==> config.mk <==
export PLATFORM = sky130hd
export DESIGN_NAME = n64_host_bridge
export DESIGN_NICKNAME = d
export VERILOG_FILES = /design/src/design/n64_host_pkg.sv /design/src/design/aspect_ratio_table.sv /design/src/design/cart_ram_writer.sv /design/src/design/download_control.sv /design/src/design/llapi_pad_mapper.sv /design/src/design/n64_host_bridge.sv /design/src/design/pifrom_packer.sv /design/src/design/player_slot_router.sv
export SDC_FILE = /design/constraint.sdc
export NUM_CORES = 1
export LEC_CHECK = 0
export BUFFER_PORTS_ARGS = -buffer_cell sky130_fd_sc_hd__buf_2
export CORE_AREA = 10 10 219 221
export CTS_CLUSTER_DIAMETER = 80
export DETAILED_ROUTE_END_ITERATION = 10
export DIE_AREA = 0 0 229 231
export GPL_ROUTABILITY_DRIVEN = 0
export HOLD_SLACK_MARGIN = 0.15
export PLACE_DENSITY = 0.46
export SYNTH_ARGS = -nofsm -noshare
export SYNTH_HDL_FRONTEND = slang
export SYNTH_HIERARCHICAL = 1
export SYNTH_SLANG_ARGS = --single-unit
==> constraint.sdc <==
create_clock -name clk_1x -period 4.25 [get_ports clk_1x]
set_input_delay 0.6375 -clock clk_1x [delete_from_list [all_inputs] [get_ports clk_1x]]
set_output_delay 0.6375 -clock clk_1x [all_outputs]
set_load 0.02 [all_outputs]
==> src/design/n64_host_pkg.sv <==
// Shared types and constants for the host bridge: buses, pads, download kinds, aspect ratios
`default_nettype none

package n64_host_pkg;

	// ============================================================
	// Host download bus and decoded download kinds
	// ============================================================
	typedef struct packed {
		logic        download;
		logic [7:0]  index;
		logic [26:0] addr;
		logic [15:0] dout;
		logic        wr;
	} ioctl_bus_t;

	// File index codes, compared against the low six index bits
	localparam logic [5:0] IDX_PIFROM   = 6'd0;
	localparam logic [5:0] IDX_N64_CART = 6'd1;
	localparam logic [5:0] IDX_GB_CART  = 6'd2;

	typedef enum logic [1:0] {
		DL_NONE,
		DL_PIFROM,
		DL_N64_CART,
		DL_GB_CART
	} dl_kind_t;

	// Boot ROM write port
	typedef struct packed {
		logic        wren;
		logic [9:0]  address;
		logic [31:0] data;
	} pifrom_write_t;

	// Cartridge RAM write request
	typedef struct packed {
		logic        req;
		logic [26:0] addr;
		logic [31:0] data;
	} mem_write_t;

	// ============================================================
	// Controller types
	// ============================================================
	typedef struct packed {
		logic c_left;
		logic c_down;
		logic c_right;
		logic c_up;
		logic z;
		logic r;
		logic l;
		logic start;
		logic b;
		logic a;
		logic dpad_up;
		logic dpad_down;
		logic dpad_left;
		logic dpad_right;
	} pad_buttons_t;

	typedef struct packed {
		pad_buttons_t      buttons;
		logic signed [7:0] stick_y;
		logic signed [7:0] stick_x;
	} pad_state_t;

	// Raw adapter report; type_code is the adapter's controller type
	typedef struct packed {
		logic        en;
		logic [7:0]  type_code;
		logic [31:0] buttons;
		logic [7:0]  analog_y;
		logic [7:0]  analog_x;
		logic [7:0]  analog_extra;
	} llapi_port_t;

	localparam logic [7:0] LLAPI_TYPE_NONE    = 8'd0;
	localparam logic [7:0] LLAPI_TYPE_INVALID = 8'd255;
	localparam logic [7:0] STICK_CENTRE       = 8'd128;

	// ============================================================
	// Aspect ratios
	// ============================================================
	typedef struct packed {
		logic [11:0] x;
		logic [11:0] y;
	} aspect_t;

	localparam aspect_t AR_DEFAULT    = '{x: 12'd4,    y: 12'd3};
	localparam aspect_t AR_NTSC_CROP0 = '{x: 12'd512,  y: 12'd381};
	localparam aspect_t AR_NTSC_CROP1 = '{x: 12'd1280, y: 12'd889};
	localparam aspect_t AR_NTSC_CROP2 = '{x: 12'd2560, y: 12'd1714};
	localparam aspect_t AR_PAL_CROP0  = '{x: 12'd512,  y: 12'd387};
	localparam aspect_t AR_PAL_CROP1  = '{x: 12'd1024, y: 12'd731};
	localparam aspect_t AR_PAL_CROP2  = '{x: 12'd2048, y: 12'd1419};

endpackage

`default_nettype wire

==> src/design/aspect_ratio_table.sv <==
// Registered aspect ratio lookup by TV standard, vertical crop and blanking mode
`timescale 1ns/1ps
`default_nettype none

module aspect_ratio_table (
	input  logic        clk_1x,
	input  logic        RESET,
	input  logic        is_pal,
	input  logic [1:0]  crop,
	input  logic        fixed_blanks_off,
	input  logic [1:0]  ar_mode,
	output logic [12:0] video_arx,
	output logic [12:0] video_ary
);

	n64_host_pkg::aspect_t core_q;
	n64_host_pkg::aspect_t core_next;

	always_comb begin
		core_next = core_q;
		if (fixed_blanks_off) begin
			core_next = n64_host_pkg::AR_DEFAULT;
		end else begin
			case (crop)
				2'd0: core_next = is_pal ? n64_host_pkg::AR_PAL_CROP0 : n64_host_pkg::AR_NTSC_CROP0;
				2'd1: core_next = is_pal ? n64_host_pkg::AR_PAL_CROP1 : n64_host_pkg::AR_NTSC_CROP1;
				2'd2: core_next = is_pal ? n64_host_pkg::AR_PAL_CROP2 : n64_host_pkg::AR_NTSC_CROP2;
				// Crop 3 is not a menu choice, keep the last ratio
				default: core_next = core_q;
			endcase
		end
	end

	always_ff @(posedge clk_1x) begin
		if (RESET) begin
			core_q    <= n64_host_pkg::AR_DEFAULT;
			video_arx <= {1'b0, n64_host_pkg::AR_DEFAULT.x};
			video_ary <= {1'b0, n64_host_pkg::AR_DEFAULT.y};
		end else begin
			core_q <= core_next;
			if (ar_mode == 2'd0) begin
				video_arx <= {1'b0, core_next.x};
				video_ary <= {1'b0, core_next.y};
			end else begin
				// User ratio codes pass through to the scaler
				video_arx <= {11'd0, ar_mode - 2'd1};
				video_ary <= 13'd0;
			end
		end
	end

endmodule

`default_nettype wire

==> src/design/cart_ram_writer.sv <==
// Handheld cartridge writer: 32-bit RAM requests with host wait until accepted
`timescale 1ns/1ps
`default_nettype none

module cart_ram_writer #(
	parameter logic [26:0] GB_CART_BASE = 27'd8388608
) (
	input  logic                     clk_1x,
	input  logic                     RESET,
	input  n64_host_pkg::ioctl_bus_t ioctl,
	input  n64_host_pkg::dl_kind_t   dl_kind,
	input  logic                     mem_ready,
	output n64_host_pkg::mem_write_t mem,
	output logic                     ioctl_wait
);

	logic        beat;
	logic        req_q;
	logic [26:0] addr_q;
	logic [31:0] data_q;

	assign beat = ioctl.wr && (dl_kind == n64_host_pkg::DL_GB_CART);

	// Request from the upper halfword until the memory takes it
	always_ff @(posedge clk_1x) begin
		if (RESET) begin
			req_q <= 1'b0;
		end else if (beat && ioctl.addr[1]) begin
			req_q <= 1'b1;
		end else if (mem_ready) begin
			req_q <= 1'b0;
		end
	end

	always_ff @(posedge clk_1x) begin
		if (beat) begin
			if (!ioctl.addr[1]) begin
				data_q[15:0] <= ioctl.dout;
				addr_q       <= ioctl.addr + GB_CART_BASE;
			end else begin
				data_q[31:16] <= ioctl.dout;
			end
		end
	end

	assign mem        = '{req: req_q, addr: addr_q, data: data_q};
	// Host stalls for as long as the request is pending
	assign ioctl_wait = req_q;

	a_req_stable: assert property (
		@(posedge clk_1x) disable iff (RESET)
		(mem.req && !mem_ready) |=> ($stable(mem.addr) && $stable(mem.data))
	);

	// Wait and request drop together the cycle after acceptance
	a_release: assert property (
		@(posedge clk_1x) disable iff (RESET)
		(mem.req && mem_ready && !beat) |=> (!mem.req && !ioctl_wait)
	);

endmodule

`default_nettype wire

==> src/design/download_control.sv <==
// Download index decoder with main cartridge loaded flag and ROM copy request
`timescale 1ns/1ps
`default_nettype none

module download_control (
	input  logic                     clk_1x,
	input  logic                     RESET,
	input  n64_host_pkg::ioctl_bus_t ioctl,
	output n64_host_pkg::dl_kind_t   dl_kind,
	output logic                     romcopy_start,
	output logic [26:0]              romcopy_size,
	output logic                     cart_loaded
);

	n64_host_pkg::dl_kind_t kind_next;
	logic                   n64_dl_end;

	// Decode the running download from the low index bits
	always_comb begin
		kind_next = n64_host_pkg::DL_NONE;
		if (ioctl.download) begin
			case (ioctl.index[5:0])
				n64_host_pkg::IDX_PIFROM:   kind_next = n64_host_pkg::DL_PIFROM;
				n64_host_pkg::IDX_N64_CART: kind_next = n64_host_pkg::DL_N64_CART;
				n64_host_pkg::IDX_GB_CART:  kind_next = n64_host_pkg::DL_GB_CART;
				default:                    kind_next = n64_host_pkg::DL_NONE;
			endcase
		end
	end

	// dl_kind still shows the previous cycle here, so this is the falling edge
	// of a main cartridge download
	assign n64_dl_end = !ioctl.download && (dl_kind == n64_host_pkg::DL_N64_CART);

	always_ff @(posedge clk_1x) begin
		if (RESET) begin
			dl_kind       <= n64_host_pkg::DL_NONE;
			romcopy_start <= 1'b0;
			cart_loaded   <= 1'b0;
		end else begin
			dl_kind       <= kind_next;
			romcopy_start <= n64_dl_end;
			// Sticky until reset
			if (dl_kind == n64_host_pkg::DL_N64_CART) begin
				cart_loaded <= 1'b1;
			end
		end
	end

	// Size is the byte count the host reached when it dropped download
	always_ff @(posedge clk_1x) begin
		if (n64_dl_end) begin
			romcopy_size <= ioctl.addr;
		end
	end

	// One copy request per finished download
	a_romcopy_single: assert property (
		@(posedge clk_1x) disable iff (RESET)
		romcopy_start |=> !romcopy_start
	);

endmodule

`default_nettype wire

==> src/design/llapi_pad_mapper.sv <==
// Adapter port remap into the console pad layout, with presence and menu combo detection
`timescale 1ns/1ps
`default_nettype none

module llapi_pad_mapper (
	input  logic                      clk_1x,
	input  logic                      RESET,
	input  n64_host_pkg::llapi_port_t port,
	output n64_host_pkg::pad_state_t  pad,
	output logic                      present,
	output logic                      osd_combo
);

	logic pressed;
	logic type_valid;

	// Type 0 also covers adapters that report nothing useful,
	// so the first button press counts as proof of a pad
	always_ff @(posedge clk_1x) begin
		if (RESET) begin
			pressed <= 1'b0;
		end else if (|port.buttons) begin
			pressed <= 1'b1;
		end
	end

	assign type_valid = (port.type_code != n64_host_pkg::LLAPI_TYPE_NONE) &&
		(port.type_code != n64_host_pkg::LLAPI_TYPE_INVALID);

	assign present = port.en && (type_valid || pressed);

	// ============================================================
	// Button and stick remap
	// ============================================================
	always_comb begin
		pad.buttons.b          = port.buttons[0];
		pad.buttons.a          = port.buttons[1];
		pad.buttons.c_left     = port.buttons[2];
		pad.buttons.c_down     = port.buttons[3];
		pad.buttons.z          = port.buttons[4];
		pad.buttons.start      = port.buttons[5];
		pad.buttons.l          = port.buttons[6];
		pad.buttons.r          = port.buttons[7];
		pad.buttons.c_up       = port.buttons[8];
		pad.buttons.c_right    = port.buttons[9];
		pad.buttons.dpad_right = port.buttons[24];
		pad.buttons.dpad_left  = port.buttons[25];
		pad.buttons.dpad_down  = port.buttons[26];
		pad.buttons.dpad_up    = port.buttons[27];

		// Unsigned 0..255 around 128 becomes signed around 0
		pad.stick_x = $signed(port.analog_x - n64_host_pkg::STICK_CENTRE);
		pad.stick_y = $signed(port.analog_y - n64_host_pkg::STICK_CENTRE);
	end

	// Down + start + first face button opens the menu
	assign osd_combo = port.buttons[26] & port.buttons[5] & port.buttons[0];

endmodule

`default_nettype wire

==> src/design/n64_host_bridge.sv <==
// Top level of the host bridge: download control, packers, pad mapping and aspect table
`timescale 1ns/1ps
`default_nettype none

module n64_host_bridge #(
	parameter logic [26:0] GB_CART_BASE = 27'd8388608
) (
	input  logic                           clk_1x,
	input  logic                           RESET,
	input  n64_host_pkg::ioctl_bus_t       ioctl,
	input  logic                           mem_ready,
	input  n64_host_pkg::llapi_port_t      llapi_a,
	input  n64_host_pkg::llapi_port_t      llapi_b,
	input  n64_host_pkg::pad_state_t [3:0] usb_pads,
	input  logic                           is_pal,
	input  logic [1:0]                     crop,
	input  logic                           fixed_blanks_off,
	input  logic [1:0]                     ar_mode,
	output logic                           ioctl_wait,
	output n64_host_pkg::pifrom_write_t    pifrom,
	output n64_host_pkg::mem_write_t       mem,
	output logic                           romcopy_start,
	output logic [26:0]                    romcopy_size,
	output logic                           cart_loaded,
	output n64_host_pkg::pad_state_t [3:0] players,
	output logic                           osd_request,
	output logic [12:0]                    video_arx,
	output logic [12:0]                    video_ary
);

	n64_host_pkg::dl_kind_t   dl_kind;
	n64_host_pkg::pad_state_t pad_a;
	n64_host_pkg::pad_state_t pad_b;
	logic                     present_a;
	logic                     present_b;
	logic                     osd_a;
	logic                     osd_b;

	// ============================================================
	// Download path
	// ============================================================
	download_control i_download_control (
		.clk_1x        (clk_1x),
		.RESET         (RESET),
		.ioctl         (ioctl),
		.dl_kind       (dl_kind),
		.romcopy_start (romcopy_start),
		.romcopy_size  (romcopy_size),
		.cart_loaded   (cart_loaded)
	);

	pifrom_packer i_pifrom_packer (
		.clk_1x  (clk_1x),
		.RESET   (RESET),
		.ioctl   (ioctl),
		.dl_kind (dl_kind),
		.pifrom  (pifrom)
	);

	cart_ram_writer #(
		.GB_CART_BASE (GB_CART_BASE)
	) i_cart_ram_writer (
		.clk_1x     (clk_1x),
		.RESET      (RESET),
		.ioctl      (ioctl),
		.dl_kind    (dl_kind),
		.mem_ready  (mem_ready),
		.mem        (mem),
		.ioctl_wait (ioctl_wait)
	);

	// ============================================================
	// Pad path
	// ============================================================
	llapi_pad_mapper i_llapi_pad_mapper_a (
		.clk_1x    (clk_1x),
		.RESET     (RESET),
		.port      (llapi_a),
		.pad       (pad_a),
		.present   (present_a),
		.osd_combo (osd_a)
	);

	llapi_pad_mapper i_llapi_pad_mapper_b (
		.clk_1x    (clk_1x),
		.RESET     (RESET),
		.port      (llapi_b),
		.pad       (pad_b),
		.present   (present_b),
		.osd_combo (osd_b)
	);

	player_slot_router i_player_slot_router (
		.pad_a       (pad_a),
		.pad_b       (pad_b),
		.present_a   (present_a),
		.present_b   (present_b),
		.osd_a       (osd_a),
		.osd_b       (osd_b),
		.usb_pads    (usb_pads),
		.players     (players),
		.osd_request (osd_request)
	);

	// Video aspect for the scaler
	aspect_ratio_table i_aspect_ratio_table (
		.clk_1x           (clk_1x),
		.RESET            (RESET),
		.is_pal           (is_pal),
		.crop             (crop),
		.fixed_blanks_off (fixed_blanks_off),
		.ar_mode          (ar_mode),
		.video_arx        (video_arx),
		.video_ary        (video_ary)
	);

endmodule

`default_nettype wire

==> src/design/pifrom_packer.sv <==
// Boot ROM packer: byte-swapped halfword pairs into 32-bit PIF ROM writes
`timescale 1ns/1ps
`default_nettype none

module pifrom_packer (
	input  logic                        clk_1x,
	input  logic                        RESET,
	input  n64_host_pkg::ioctl_bus_t    ioctl,
	input  n64_host_pkg::dl_kind_t      dl_kind,
	output n64_host_pkg::pifrom_write_t pifrom
);

	logic        beat;
	logic        wren_q;
	logic [9:0]  address_q;
	logic [31:0] data_q;

	assign beat = ioctl.wr && (dl_kind == n64_host_pkg::DL_PIFROM);

	// Strobe after the upper halfword of each pair
	always_ff @(posedge clk_1x) begin
		if (RESET) begin
			wren_q <= 1'b0;
		end else begin
			wren_q <= beat && ioctl.addr[1];
		end
	end

	// Host halfwords arrive little endian, the ROM wants big endian words
	always_ff @(posedge clk_1x) begin
		if (beat) begin
			if (!ioctl.addr[1]) begin
				data_q[31:24] <= ioctl.dout[7:0];
				data_q[23:16] <= ioctl.dout[15:8];
				// Index bit 6 selects the upper ROM half
				address_q     <= {ioctl.index[6], ioctl.addr[10:2]};
			end else begin
				data_q[15:8]  <= ioctl.dout[7:0];
				data_q[7:0]   <= ioctl.dout[15:8];
			end
		end
	end

	assign pifrom = '{wren: wren_q, address: address_q, data: data_q};

endmodule

`default_nettype wire

==> src/design/player_slot_router.sv <==
// Player slot router: adapters take the lowest slots, USB pads fill the rest
`timescale 1ns/1ps
`default_nettype none

module player_slot_router (
	input  n64_host_pkg::pad_state_t       pad_a,
	input  n64_host_pkg::pad_state_t       pad_b,
	input  logic                           present_a,
	input  logic                           present_b,
	input  logic                           osd_a,
	input  logic                           osd_b,
	input  n64_host_pkg::pad_state_t [3:0] usb_pads,
	output n64_host_pkg::pad_state_t [3:0] players,
	output logic                           osd_request
);

	always_comb begin
		case ({present_a, present_b})
			2'b11: begin
				players[0] = pad_a;
				players[1] = pad_b;
				players[2] = usb_pads[0];
				players[3] = usb_pads[1];
			end
			2'b10: begin
				players[0] = pad_a;
				players[1] = usb_pads[0];
				players[2] = usb_pads[1];
				players[3] = usb_pads[2];
			end
			2'b01: begin
				// Port B keeps slot 1 even when A is absent
				players[0] = usb_pads[0];
				players[1] = pad_b;
				players[2] = usb_pads[1];
				players[3] = usb_pads[2];
			end
			default: begin
				players = usb_pads;
			end
		endcase
	end

	// Either adapter's menu combo
	assign osd_request = osd_a | osd_b;

endmodule

`default_nettype wire

After elaboration in Yosys (flattened, before gate mapping)
Index checks and enable logic that the tools add are counted.
{"block": "word_totals", "reg_bits": 186, "input_bits": 312, "output_inout_bits": 280, "wordCells": 83}
{"block": "op_classes", "addsub": 6, "eq_ne": 12, "mux": 11, "n_bitwise": 8, "n_reduce_logical": 26}
{"op": "case mux 120 bit (3 select lines)", "count": 1}
{"op": "case mux 24 bit (3 select lines)", "count": 1}
{"op": "OR reduction 32 bit", "count": 2}
{"op": "subtractor 8 bit, second input constant", "count": 4}
{"op": "adder 27 x 24 -> 27 bit, second input constant", "count": 1}
{"op": "2-to-1 mux 24 bit", "count": 1}
{"op": "2-to-1 mux 22 bit", "count": 1}
{"op": "2-to-1 mux 21 bit", "count": 1}
{"op": "inequality test 8 bit, second input constant", "count": 2}
{"op": "nonzero test 8 bit", "count": 2}
{"op": "== test 2 bit, second input constant", "count": 5}
{"op": "logical AND 1 bit", "count": 9}
{"op": "2-to-1 mux 8 bit", "count": 1}
{"op": "AND reduction 2 bit", "count": 4}
{"op": "== test 2 x 1 -> 1 bit, second input constant", "count": 3}
{"op": "== test 6 x 1 -> 1 bit, second input constant", "count": 1}
{"op": "== test 6 x 2 -> 1 bit, second input constant", "count": 1}
{"op": "logical NOT 6 bit", "count": 1}
{"op": "case mux 2 bit (3 select lines)", "count": 1}
{"op": "AND 1 bit", "count": 4}
{"op": "logical NOT 2 bit", "count": 2}
{"op": "OR reduction 2 bit", "count": 2}
{"op": "2-to-1 mux 3 bit", "count": 1}
{"op": "NOT 1 bit", "count": 3}
{"op": "7 further kinds", "count": 9}

Longest topological paths before layout
{"block": "logic_depth", "word_depth": 6, "depth_mapped": 9, "depth_no_buf": 6}

Modules after synthesis
The synthesis kept the hierarchy.
{"module": "player_slot_router", "n_inst": 1, "cells_each": 301, "area_per_inst_um2": 2607.5, "seq_area_each_um2": 0.0}
{"module": "cart_ram_writer", "n_inst": 1, "cells_each": 71, "area_per_inst_um2": 1874.3, "seq_area_each_um2": 1791.7}
{"module": "aspect_ratio_table", "n_inst": 1, "cells_each": 146, "area_per_inst_um2": 1615.3, "seq_area_each_um2": 960.9}
{"module": "pifrom_packer", "n_inst": 1, "cells_each": 47, "area_per_inst_um2": 1320.0, "seq_area_each_um2": 1281.2}
{"module": "download_control", "n_inst": 1, "cells_each": 40, "area_per_inst_um2": 952.2, "seq_area_each_um2": 890.9}
{"module": "llapi_pad_mapper", "n_inst": 2, "cells_each": 51, "area_per_inst_um2": 364.1, "seq_area_each_um2": 20.0}

Least setup slack after synthesis
Ideal clock, no wire load.
{"block": "synth_timing", "kind": "input -> register", "start": "input ioctl[0] (netlist name)", "end": "register i_cart_ram_writer.addr_q[0], enable pin", "setup_ps": 443, "t_arrival_ps": 2521, "t_required_ps": 3807, "setup_slack_ps": 1285, "path_stages": 2, "n_path_buf": 0, "cell_sequence": "nand3_1 -> nor2_1"}
{"block": "synth_between", "elab_chain_cells": 2}
{"item": "from (decl)", "line": "n64_host_bridge.sv:10", "source": "input n64_host_pkg::ioctl_bus_t ioctl,"}
{"item": "logical AND 1 bit", "line": "cart_ram_writer.sv:22", "source": "assign beat = ioctl.wr && (dl_kind == n64_host_pkg::DL_GB_CART);"}
{"item": "AND reduction 2 bit (no source line)"}
{"item": "to (signal assigned)", "line": "cart_ram_writer.sv:39", "source": "addr_q <= ioctl.addr + GB_CART_BASE;"}
{"item": "to (decl)", "line": "cart_ram_writer.sv:19", "source": "logic [26:0] addr_q;"}
No other way between the ends.
A chain may end at the register's enable or synchronous reset.

==> out/results.ini <==
[status]
status=finished, final reports clean

[cts]
clk-insertion-delay-late_ps=440
cts_hold_buf=0
post_cts_buffers=0
htree_num_levels=4
cts_resized=0
clock_sinks=184
clk_pin_slew_worst_paths_ps=70
numCtsBuffers=17
tritoncts=built
cts_root_buf=clkbuf_16
clockBufferDepth=2

[synthesis]
synth-edff-count=128
synthTopCellsByCount=180 x mux2i_1, 128 x edfxtp_1, 70 x buf_4, 56 x dfxtp_1, 36 x nand2_1
yosys_warnings=6
ys_ff_latch=184
synth_top_cells_by_area=edfxtp_1 42%, mux2i_1 20%, dfxtp_1 12%, buf_4 5.8%, mux2_2 3.7%
yosys.area.top_type=edfxtp_1
ys_types=54
synth_area_per_cell_um2=12.9
synth.most_common_cell=mux2i_1
syn_area_um2=9100
synth_ff_type=edfxtp_1
async_flop_share_pct=0
netlist_instances=707
yosys.area.top_type_share_pct=42.3
synth-seq-area-share_pct=54.6

[critical_path]
crit_start=llapi_a[62]
end_kind=primary output
crit_type=input port to primary output
reg2reg_from=i_llapi_pad_mapper_a/pressed$_SDFFE_PP0P_
reg2regPathDepth=5
crit_path_max_fanout=35
required_ps=3610
critPathArrivalTime_ps=2600
r2r_end=i_llapi_pad_mapper_a/pressed$_SDFFE_PP0P_
reg2reg_slack_ps=1990
start_kind=input port

[run]
drv_cap=0

[grt]
grt_max_degree=48
grt_usage_pct=14.3
grt_pass1_vias=8267
grt_pass1_wl_mm=56.5
grt.overflow.total=0
antenna_found_initial=17

[floorplanning]
core_region_area_um2=43700
pin_count=592
rows=77
start_util_pct=20.8
fp.dieH_um=231
fp.dieArea_um2=52900
die_width_um=229

[placed_design]
hpwl_mm=33.9
port_buffers=572

[hold_path]
hold_class=input port to flop
min-delay-start=ioctl[47]
holdPathEnd=i_download_control/dl_kind[1]$_SDFF_PP0_
whs_path_depth=2

[routing]
firstDrtPassIters=4
viasPerCell=4.21
routedLengthMet1_mm=14.8
ant_nets=0
topRoutingLayerUsed=met5
wirelength_mm=39.8
wire_per_inst_um=21.7
via_count=7725
dr_wl_met2_mm=19.8
route.met3.wl_mm=3.85
drc=0
drtIter0Drc=367

[timing]
tightestPinTransition_ps=901
tns_ps=0
min_period_ps=3230
finalMaxSlewViolations=0
whs_ps=374
fin_worst_skew_ps=7.71
rsz0062_at_grt=false
finalCritPeriodShare_pct=76.1
hold_violations=0
max_slew_margin_pct=39.4
setup_viol=0
fmax_mhz=309

[power_and_ir_drop]
leakagePower_uw=0.00598
power_density_nw_per_um2=338
finalPower_uw=4350
irDropWorstVdd_uv=250

[final_layout]
drive_gt1_share_pct=55.3
areaGrowthSynthToFinish_pct=41.5
nets=1534

==> worst max-delay path by stage <==
stage                                                  endpoint  slack (ps)  cells after the start
after floorplan           i_cart_ram_writer/addr_q[0]$_DFFE_PP_        1290                      2
after global placement                              players[36]        1010                      9
after detailed placement                            players[36]        1010                      9
after CTS                                           players[36]        1000                      9
after global routing                                players[36]         880                      9
final                                               players[36]        1020                      9
==> critical path: stages <==
cell and delay [ps]:
buf_2 110, nand4_1 80, nor2_1 50, a21oi_1 160, o21a_4 570, buf_12 330
mux2i_1 310, o21ai_1 90, buf_2 170
==> per-layer routing <==
layer	global-route usage [%]	up-vias
met3	5.97	59
met1	14.9	3617
met5	0	-
li1	-	3619
met4	5.55	4
met2	25.3	426
==> state kept, by name, indices dropped and copies added (netlist names), 2 cells and up <==
name,cells
i_pifrom_packer/address_q,10
i_cart_ram_writer/data_q,32
i_cart_ram_writer/addr_q,27
i_aspect_ratio_table/video_arx,12
i_aspect_ratio_table/core_q,24
i_download_control/romcopy_size,27
i_aspect_ratio_table/video_ary,12
i_download_control/dl_kind,2
i_pifrom_packer/data_q,32
==> final cells by class <==
class | instances | area [µm²]
Clock buffer | 17 | 425
Multi-Input combinational cell | 416 | 3440
Fill cell | 4679 | 30900
Clock inverter | 15 | 181
Tap cell | 592 | 741
Inverter | 9 | 33.8
Timing Repair Buffer | 593 | 3060
Antenna cell | 10 | 25.0
Sequential cell | 184 | 4960
==> cells in the final DEF, fill, tap and decap left out, types with 4 or more instances in the layout <==
cell type	instances
nor2b_1	6
nor4_2	5
nor3_1	4
nand4_1	6
o21ai_1	30
nand2_1	36
nor2_1	5
diode_2	10
edfxtp_1	128
inv_6	5
and2_1	8
buf_2	572
mux2_2	30
nand3_1	9
inv_1	9
or2_2	4
clkbuf_16	17
and3_1	8
nor4_1	18
a21oi_1	12
mux2i_1	180
dfxtp_1	56
buf_4	18
==> cells by family after synthesis <==
| family | synth area share [%] |
|---|---|
| AO/OA/AOI/OAI | 4.44 |
| XOR/XNOR | 0.385 |
| adder cells (fa/ha/maj) | 0.138 |
| buffers and inverters | 7.99 |
| flip-flops | 54.6 |
| multiplexers | 23.5 |
| other | 0.0412 |
| AND/OR/NAND/NOR | 8.91 |
==> stage by stage <==
stage	cell area, µm²	util (%)	setup slack (ps)	instances
3_3_place_gp	12200	28.0	1010	1794
5_1_grt	12900	29.4	876	1830
2_1_floorplan	9100	-	1290	708
4_1_cts	12800	29.4	1000	1826
6_report	12900	29.4	1020	1836
3_5_place_dp	12200	28.0	1010	1794
==> power breakdown <==
part           switching, µW  internal [µW]  total [µW]
clock network            722            889        1610
registers               4.86           1920        1930
logic                    487            325         811
total                   1210           3140        4350
Note: power is estimated with default switching activity, not from simulation.
